<file path="src/hw/qla_consts.svh">
`ifndef QLA_CONSTS_SVH
`define QLA_CONSTS_SVH

// --------------------------------------------------------------------------
// register address fields, used as slice ranges
// --------------------------------------------------------------------------
`define ADDR_SPACE      15:12   // address space select
`define ADDR_CHAN       7:4     // channel, 0 is the board channel
`define ADDR_OFF        3:0     // offset within a channel

`define ADDR_MAIN       4'h0    // main register space
`define CHAN_BOARD      4'h0    // channel 0
`define REG_STATUS      4'h0    // status register in channel 0
`define OFF_DAC_CTRL    4'h1    // dac current command, axis channels

`define NUM_AXES        4

// --------------------------------------------------------------------------
// status word layout
// --------------------------------------------------------------------------
`define STAT_DIS_LSB    0       // safety disables, 4 bits
`define STAT_AMP_LSB    8       // amp enables, 4 bits
`define STAT_PWR_BIT    19      // power enable
`define STAT_ID_LSB     24      // board id, 4 bits

// consecutive overcurrent samples before the amp is shut off
`define SAFETY_LIMIT    8

`endif

</file>
<file path="src/hw/bus_pkg.sv">
// register bus shared by the firewire and ethernet masters

package bus_pkg;

    // address layout
    //   [15:12] space
    //   [7:4]   channel
    //   [3:0]   offset
    typedef logic [15:0] reg_addr_t;

    // one quadlet of register data
    typedef logic [31:0] reg_data_t;

    // decoded address fields
    typedef logic [3:0] chan_t;     // channel number
    typedef logic [3:0] off_t;      // offset in channel

endpackage

</file>
<file path="src/hw/motor_pkg.sv">
// axis side types: currents, per-axis masks, board id

package motor_pkg;

    // dac command and adc feedback, both unsigned here
    typedef logic [15:0] current_t;

    // one extra bit so 2x command does not overflow
    typedef logic [16:0] cur_wide_t;

    // bit 0 is axis 1
    typedef logic [3:0] axis_mask_t;

    typedef logic [3:0] board_id_t;     // rotary switch value

endpackage

</file>
<file path="src/hw/bus_arbiter.sv">
`timescale 1ns/100ps

// stage 1: picks the bus master for writes and reads, then registers
// the result onto the internal bus

module bus_arbiter import bus_pkg::*; (
    input  logic      sysclk,
    input  logic      arst_n,

    // firewire master, default owner
    input  logic      fw_reg_wen,       // one cycle strobe
    input  reg_addr_t fw_reg_waddr,
    input  reg_data_t fw_reg_wdata,
    input  reg_addr_t fw_reg_raddr,

    // ethernet master
    input  logic      eth_reg_wen,      // one cycle strobe
    input  reg_addr_t eth_reg_waddr,
    input  reg_data_t eth_reg_wdata,
    input  logic      eth_read_en,      // level, holds the read path
    input  reg_addr_t eth_reg_raddr,

    // internal bus
    output logic      bus_wen,
    output reg_addr_t bus_waddr,
    output reg_data_t bus_wdata,
    output reg_addr_t bus_raddr
);

    reg_addr_t waddr_sel;   // winning write address
    reg_data_t wdata_sel;   // winning write data
    reg_addr_t raddr_sel;

    // ethernet wins a same-cycle collision
    assign waddr_sel = eth_reg_wen ? eth_reg_waddr : fw_reg_waddr;
    assign wdata_sel = eth_reg_wen ? eth_reg_wdata : fw_reg_wdata;
    assign raddr_sel = eth_read_en ? eth_reg_raddr : fw_reg_raddr;

    // strobe and read address carry control
    always_ff @(posedge sysclk or negedge arst_n) begin
        if (!arst_n) begin
            bus_wen   <= 1'b0;
            bus_raddr <= '0;
        end else begin
            bus_wen   <= fw_reg_wen | eth_reg_wen;
            bus_raddr <= raddr_sel;
        end
    end

    // write payload, qualified by bus_wen downstream
    always_ff @(posedge sysclk) begin
        bus_waddr <= waddr_sel;
        bus_wdata <= wdata_sel;
    end

endmodule

</file>
<file path="src/hw/channel_regs.sv">
`timescale 1ns/100ps

`include "qla_consts.svh"

// stage 2: main-space decode, dac command and status registers, read mux

module channel_regs import bus_pkg::*, motor_pkg::*; (
    input  logic       sysclk,
    input  logic       arst_n,
    input  logic       bus_wen,
    input  reg_addr_t  bus_waddr,
    input  reg_data_t  bus_wdata,
    input  reg_addr_t  bus_raddr,
    input  board_id_t  board_id,
    input  axis_mask_t safety_disable,     // latched trips from stage 3
    output current_t   cur_cmd [`NUM_AXES],
    output axis_mask_t clear_disable,      // one cycle pulse per axis
    output axis_mask_t amp_enable,
    output reg_data_t  reg_rdata
);

    chan_t      w_chan;
    off_t       w_off;
    logic       w_main;         // write strobe in main space
    logic       w_status;       // status register hit
    axis_mask_t w_dac;          // dac register hit, per axis
    chan_t      r_chan;
    off_t       r_off;
    logic       pwr_en;         // power enable command
    axis_mask_t amp_en_cmd;     // amp enable commands
    reg_data_t  status_word;
    reg_data_t  rdata_nxt;

    // ----------------------------------------------------------------------
    // write decode
    // ----------------------------------------------------------------------
    assign w_chan   = bus_waddr[`ADDR_CHAN];
    assign w_off    = bus_waddr[`ADDR_OFF];
    assign w_main   = bus_wen && (bus_waddr[`ADDR_SPACE] == `ADDR_MAIN);
    assign w_status = w_main && (w_chan == `CHAN_BOARD) && (w_off == `REG_STATUS);

    always_comb begin
        for (int i = 0; i < `NUM_AXES; i++) begin
            // axis channels are numbered from 1
            w_dac[i] = w_main && (w_chan == chan_t'(i + 1)) && (w_off == `OFF_DAC_CTRL);
        end
    end

    always_ff @(posedge sysclk or negedge arst_n) begin
        if (!arst_n) begin
            for (int i = 0; i < `NUM_AXES; i++) begin
                cur_cmd[i] <= '0;
            end
            pwr_en        <= 1'b0;
            amp_en_cmd    <= '0;
            clear_disable <= '0;
        end else begin
            for (int i = 0; i < `NUM_AXES; i++) begin
                if (w_dac[i]) begin
                    cur_cmd[i] <= bus_wdata[15:0];      // low half only
                end
            end
            clear_disable <= '0;                        // pulse by default
            if (w_status) begin
                pwr_en     <= bus_wdata[`STAT_PWR_BIT];
                amp_en_cmd <= bus_wdata[`STAT_AMP_LSB +: `NUM_AXES];
                // enabling an amp, or power, re-arms its safety check
                clear_disable <= bus_wdata[`STAT_AMP_LSB +: `NUM_AXES]
                               | {`NUM_AXES{bus_wdata[`STAT_PWR_BIT]}};
            end
        end
    end

    // tripped axis is held off until re-enabled
    assign amp_enable = amp_en_cmd & {`NUM_AXES{pwr_en}} & ~safety_disable;

    // ----------------------------------------------------------------------
    // read side
    // ----------------------------------------------------------------------
    always_comb begin
        status_word = '0;
        status_word[`STAT_ID_LSB +: $bits(board_id_t)] = board_id;
        status_word[`STAT_PWR_BIT]                     = pwr_en;
        status_word[`STAT_AMP_LSB +: `NUM_AXES]        = amp_en_cmd;    // commanded bits
        status_word[`STAT_DIS_LSB +: `NUM_AXES]        = safety_disable;
    end

    assign r_chan = bus_raddr[`ADDR_CHAN];
    assign r_off  = bus_raddr[`ADDR_OFF];

    always_comb begin
        rdata_nxt = '0;                     // unmapped reads give zero
        if (bus_raddr[`ADDR_SPACE] == `ADDR_MAIN) begin
            if (r_chan == `CHAN_BOARD && r_off == `REG_STATUS) begin
                rdata_nxt = status_word;
            end
            for (int i = 0; i < `NUM_AXES; i++) begin
                if (r_chan == chan_t'(i + 1) && r_off == `OFF_DAC_CTRL) begin
                    rdata_nxt = {16'h0000, cur_cmd[i]};
                end
            end
        end
    end

    // second pipeline register on the read path
    always_ff @(posedge sysclk or negedge arst_n) begin
        if (!arst_n) begin
            reg_rdata <= '0;
        end else begin
            reg_rdata <= rdata_nxt;
        end
    end

endmodule

</file>
<file path="src/hw/safety_check.sv">
`timescale 1ns/100ps

`include "qla_consts.svh"

// stage 3: per-axis overcurrent check
// trips when feedback stays above twice the command for SAFETY_LIMIT samples

module safety_check import motor_pkg::*; (
    input  logic     sysclk,
    input  logic     arst_n,
    input  current_t cur_fb,            // adc feedback
    input  current_t cur_cmd,           // dac command
    input  logic     clear_disable,     // one cycle re-arm
    output logic     amp_disable        // latched trip
);

    localparam int CNT_W = $clog2(`SAFETY_LIMIT + 1);

    cur_wide_t        fb_ext;
    cur_wide_t        limit_ext;    // 2x command
    logic             viol;
    logic [CNT_W-1:0] viol_cnt;     // consecutive violations, saturates

    assign fb_ext    = {1'b0, cur_fb};
    assign limit_ext = {cur_cmd, 1'b0};
    assign viol      = fb_ext > limit_ext;

    always_ff @(posedge sysclk or negedge arst_n) begin
        if (!arst_n) begin
            viol_cnt    <= '0;
            amp_disable <= 1'b0;
        end else if (clear_disable) begin
            // clear wins over a violation in the same cycle
            viol_cnt    <= '0;
            amp_disable <= 1'b0;
        end else if (viol) begin
            if (viol_cnt != CNT_W'(`SAFETY_LIMIT)) begin
                viol_cnt <= viol_cnt + 1'b1;
            end
            if (viol_cnt >= CNT_W'(`SAFETY_LIMIT - 1)) begin
                amp_disable <= 1'b1;        // limit-th sample lands here
            end
        end else begin
            viol_cnt <= '0;                 // run broken, latch holds
        end
    end

endmodule

</file>
<file path="src/hw/qla_reg_core.sv">
`timescale 1ns/100ps

`include "qla_consts.svh"

// register bus core: arbiter -> channel registers -> safety checks

module qla_reg_core import bus_pkg::*, motor_pkg::*; (
    input  logic       sysclk,
    input  logic       arst_n,
    input  logic       fw_reg_wen,
    input  reg_addr_t  fw_reg_waddr,
    input  reg_data_t  fw_reg_wdata,
    input  reg_addr_t  fw_reg_raddr,
    input  logic       eth_reg_wen,
    input  reg_addr_t  eth_reg_waddr,
    input  reg_data_t  eth_reg_wdata,
    input  logic       eth_read_en,
    input  reg_addr_t  eth_reg_raddr,
    input  board_id_t  board_id,
    input  current_t   cur_fb [`NUM_AXES],     // axis 1 at index 0
    output current_t   cur_cmd [`NUM_AXES],
    output axis_mask_t amp_enable,
    output reg_data_t  reg_rdata
);

    logic       bus_wen;
    reg_addr_t  bus_waddr;
    reg_data_t  bus_wdata;
    reg_addr_t  bus_raddr;
    axis_mask_t clear_disable;      // channel_regs -> safety checks
    axis_mask_t safety_disable;     // safety checks -> channel_regs

    bus_arbiter arb_i (
        .sysclk        (sysclk),
        .arst_n        (arst_n),
        .fw_reg_wen    (fw_reg_wen),
        .fw_reg_waddr  (fw_reg_waddr),
        .fw_reg_wdata  (fw_reg_wdata),
        .fw_reg_raddr  (fw_reg_raddr),
        .eth_reg_wen   (eth_reg_wen),
        .eth_reg_waddr (eth_reg_waddr),
        .eth_reg_wdata (eth_reg_wdata),
        .eth_read_en   (eth_read_en),
        .eth_reg_raddr (eth_reg_raddr),
        .bus_wen       (bus_wen),
        .bus_waddr     (bus_waddr),
        .bus_wdata     (bus_wdata),
        .bus_raddr     (bus_raddr)
    );

    channel_regs chan_i (
        .sysclk         (sysclk),
        .arst_n         (arst_n),
        .bus_wen        (bus_wen),
        .bus_waddr      (bus_waddr),
        .bus_wdata      (bus_wdata),
        .bus_raddr      (bus_raddr),
        .board_id       (board_id),
        .safety_disable (safety_disable),
        .cur_cmd        (cur_cmd),
        .clear_disable  (clear_disable),
        .amp_enable     (amp_enable),
        .reg_rdata      (reg_rdata)
    );

    // ----------------------------------------------------------------------
    // one overcurrent check per axis
    // ----------------------------------------------------------------------
    for (genvar i = 0; i < `NUM_AXES; i++) begin : g_safety
        safety_check safe_i (
            .sysclk        (sysclk),
            .arst_n        (arst_n),
            .cur_fb        (cur_fb[i]),
            .cur_cmd       (cur_cmd[i]),
            .clear_disable (clear_disable[i]),
            .amp_disable   (safety_disable[i])
        );
    end

endmodule

</file>
<file path="config.mk">
export PLATFORM = sky130hd
export DESIGN_NAME = qla_reg_core
export DESIGN_NICKNAME = d
export VERILOG_FILES = /design/src/hw/bus_pkg.sv /design/src/hw/motor_pkg.sv /design/src/hw/bus_arbiter.sv /design/src/hw/channel_regs.sv /design/src/hw/safety_check.sv /design/src/hw/qla_reg_core.sv
export VERILOG_INCLUDE_DIRS = /design/src /design/src/hw
export SDC_FILE = /design/constraint.sdc
export NUM_CORES = 1
export LEC_CHECK = 0
export BUFFER_PORTS_ARGS = -buffer_cell sky130_fd_sc_hd__buf_2
export CAP_MARGIN = 20
export CORE_MARGIN = 4
export CORE_UTILIZATION = 46
export CTS_BUF_LIST = sky130_fd_sc_hd__clkbuf_8
export DETAILED_ROUTE_END_ITERATION = 10
export PLACE_DENSITY_LB_ADDON = 0.2
export SLEW_MARGIN = 20
export SYNTH_ARGS = -nofsm -noshare
export SYNTH_HDL_FRONTEND = slang
export SYNTH_SLANG_ARGS = --single-unit
export TNS_END_PERCENT = 10
</file>
<file path="constraint.sdc">
create_clock -name sysclk -period 2.3 [get_ports sysclk]
set_clock_uncertainty 0.05 [all_clocks]
set_input_delay 0.115 -clock sysclk [delete_from_list [all_inputs] [get_ports sysclk]]
set_output_delay 0.115 -clock sysclk [all_outputs]
set_load 0.02 [all_outputs]
</file>
==> run summary <==
CP max-delay cell: or3b_4
drc violations: 0
Min-Delay Path Class: primary input to register
Top Ports: 301
largest net degree at the start of global routing: 67
diode count: 0
drt wl/cell: 18.7 um
die width: 140 um
CTS tree: built
post-layout util: 0.667
Mapped Area: 0.00800 mm^2
Crit Path Category: register to register
Crit path required time: 2.60 ns
worst path bufs/invs: 2
Via-to-Cell Ratio: 5.19
Synth Area per Inst: 10.8 um^2
crit share post-route: 0.987
Placed Cells: 1234
vias: 7044
overall power: 6.55 mW
Synth Flop Type: dfrtp_1
CP Capture Type: register
Max Fclk: 0.441 GHz
antenna-violating nets left: 0
total grt overflow: 0
DIE AREA: 0.0196 mm^2
final setup vio count: 0
initial antenna violation count: 0
async set-reset flop share out of synthesis: 0.814
Nets: 1393
Yosys reg bits: 156
Tot GR Track Use: 0.255
DRT Wirelength: 25400 um
fin. max-slew vios: 0
later-pin clock latency in the skew report: 0.48 ns
critical path fanouts, max: 8
maximum buffer depth of the clock tree: 2
DIE HEIGHT: 140 um
Top Family by Delay on Critical Path: simple AND/OR/NAND/NOR gates
min Tclk post-route: 2.27 ns
Hold Vio Cnt, Final: 0
Starting DRT DRC Count: 288
Num CTS Buffers: 17
RSZ-0062 raised after global routing: yes
hold_ws: 0.0591 ns
leak pwr: 5.64 nW
PD cells: 584 mW/mm^2
Final HPWL DP: 18000 um
Buffers on Ports: 243
Layout area overhead: 40.2%
crit start category: register
sequential area share after synthesis: 0.470
Critical Path AT: 2.57 ns
Max Cap Viol: 0
worst slew pin tran: 0.676 ns
worst path cell trace: nor4_4 -> nand3b_1 -> or3b_4 -> nor4b_4 -> buf_4 -> buf_12 -> mux2_2
status: finished clean
yosys warns: 0
Worst-path clk slew: 0.10 ns
post-route insts no fill: 1357
first-pass GRT wire length: 38800 um
VDD IR max: 0.518 mV
vias in the first global route: 7416
Post-synth EDFFs: 0
clock sink total: 156
H-Tree Depth: 4
Mapped Cells: 743
CORE AREA: 0.0168 mm^2
layout cells sized above 1: 0.391
GPL Wtd Cong: 0.895
initial core utilization: 0.476
# rows: 47
flop2flop setup slack: 0.03 ns
CP peak stage delay: 0.43 ns
CTS Root Cell: clkbuf_8
Unique masters post-synth: 51
Rel. slew slack: 0.549
DR pass1 iterations: 5
==> per-layer routing <==
metal / part of all wire / GRT usage
met1: 0.41 / 0.304
met2: 0.51 / 0.456
met3: 0.056 / 0.0511
met4: 0.031 / 0.0918
met5: 0 / 0
==> Yosys cell counts, drive strengths merged, types with 6 or more instances <==
master | n | area (um^2)
o21ai | 24 | 120
mux2 | 100 | 1130
a21oi | 58 | 290
nand4 | 9 | 56.3
ha | 68 | 851
xnor2 | 6 | 52.6
nor4 | 8 | 71.3
inv | 72 | 270
a21o | 6 | 45.0
nor2b | 6 | 37.5
clkbuf | 16 | 60.1
dfrtp | 127 | 3180
nor2 | 56 | 210
nand2 | 49 | 184
and3 | 10 | 62.6
o2bb2ai | 10 | 87.6
dfxtp | 29 | 581
buf | 16 | 114
==> cell type report <==
cell class	count	area (um^2)
Clock inverter	15	209
Clock buffer	17	234
Timing Repair Buffer	384	2570
Multi-Input combinational cell	493	3900
Sequential cell	156	3760
Inverter	72	270
Fill cell	1376	5600
Tap cell	220	275
==> stage by stage <==
stage | instance area [um^2] | worst slack (ns) | TNS (ns)
3_5_place_dp | 9790 | 0.0666 | 0
3_3_place_gp | 9790 | 0.0705 | 0
4_1_cts | 11100 | 0.0391 | 0
5_1_grt | 11200 | -0.00912 | -0.0515
6_report | 11200 | 0.0302 | 0
2_1_floorplan | 8040 | 0.124 | 0
==> state kept, by name (all words and copies together), names as in the netlist, 4 cells and up <==
signal,count
arb_i.bus_raddr,12
chan_i.reg_rdata,21
chan_i.amp_en_cmd,4
g_safety.safe_i.amp_disable,4
arb_i.bus_waddr,12
chan_i.clear_disable,4
g_safety.safe_i.viol_cnt,16
arb_i.bus_wdata,17
chan_i.cur_cmd,64
==> what timing repair did <==
action | CTS | global route
buffers inserted | 0 | 2
setup endpoints to repair | 0 | 47
endpoints found under the hold margin | 109 | 0
hold buffers | 88 | 0
resized for setup | 0 | 14
==> power by group <==
part           leakage [nW]  switching (mW)  internal (mW)
registers              1.95           0.200           2.91
logic                  3.46           0.513          0.582
clock network         0.226            1.14           1.21
==> path summary, 6_finish.rpt <==
| kind | from | end | depth (start not counted) |
|---|---|---|---|
| max reg2reg | arb_i.bus_waddr[13]$_DFF_P_ | chan_i.cur_cmd[16]$_DFFE_PN0P_ | 7 |
| min | cur_fb[0] | g_safety[3].safe_i.viol_cnt[0]$_DFFE_PN0P_ | 5 |
| max | arb_i.bus_waddr[13]$_DFF_P_ | chan_i.cur_cmd[16]$_DFFE_PN0P_ | 7 |
| min in group asynchronous | arst_n | g_safety[1].safe_i.viol_cnt[0]$_DFFE_PN0P_ | 2 |
| max in group asynchronous | arst_n | g_safety[0].safe_i.viol_cnt[2]$_DFFE_PN0P_ | 3 |
| min reg2reg | chan_i.clear_disable[0]$_DFF_PN0_ | g_safety[0].safe_i.amp_disable$_DFFE_PN0P_ | 1 |
==> worst min-delay path, cell delays in order <==
cell     delay [ns]
buf_2          0.09
nor2_1         0.09
a21oi_1        0.14
nand2_1        0.07
nor2_1         0.03
==> cell families (layout without fill, tap and decap cells) <==
kind of cell / count (synthesis) / in the layout / share of synthesized area
AO/OA/AOI/OAI: 133 / 133 / 0.103
XOR/XNOR: 11 / 11 / 0.0120
adder cells (fa/ha/maj): 68 / 68 / 0.106
buffers and inverters: 104 / 488 / 0.0555
flip-flops: 156 / 156 / 0.470
multiplexers: 103 / 103 / 0.144
other: 1 / 11 / 0.000469
AND/OR/NAND/NOR: 167 / 167 / 0.109
==> cells in the final DEF, fill, tap and decap left out, drive strengths merged, types with 6 or more instances in the layout <==
cell type / count
ha: 68
dlygate4sd3: 88
nand2: 49
mux2: 100
buf: 295
o2bb2ai: 10
nor4: 8
dfrtp: 127
a21oi: 58
and3: 10
nand4: 9
nor2b: 6
nor2: 56
xnor2: 6
o21ai: 24
conb: 11
dfxtp: 29
a21o: 6
inv: 80
clkbuf: 18
Power figures use the tool's default switching activity.
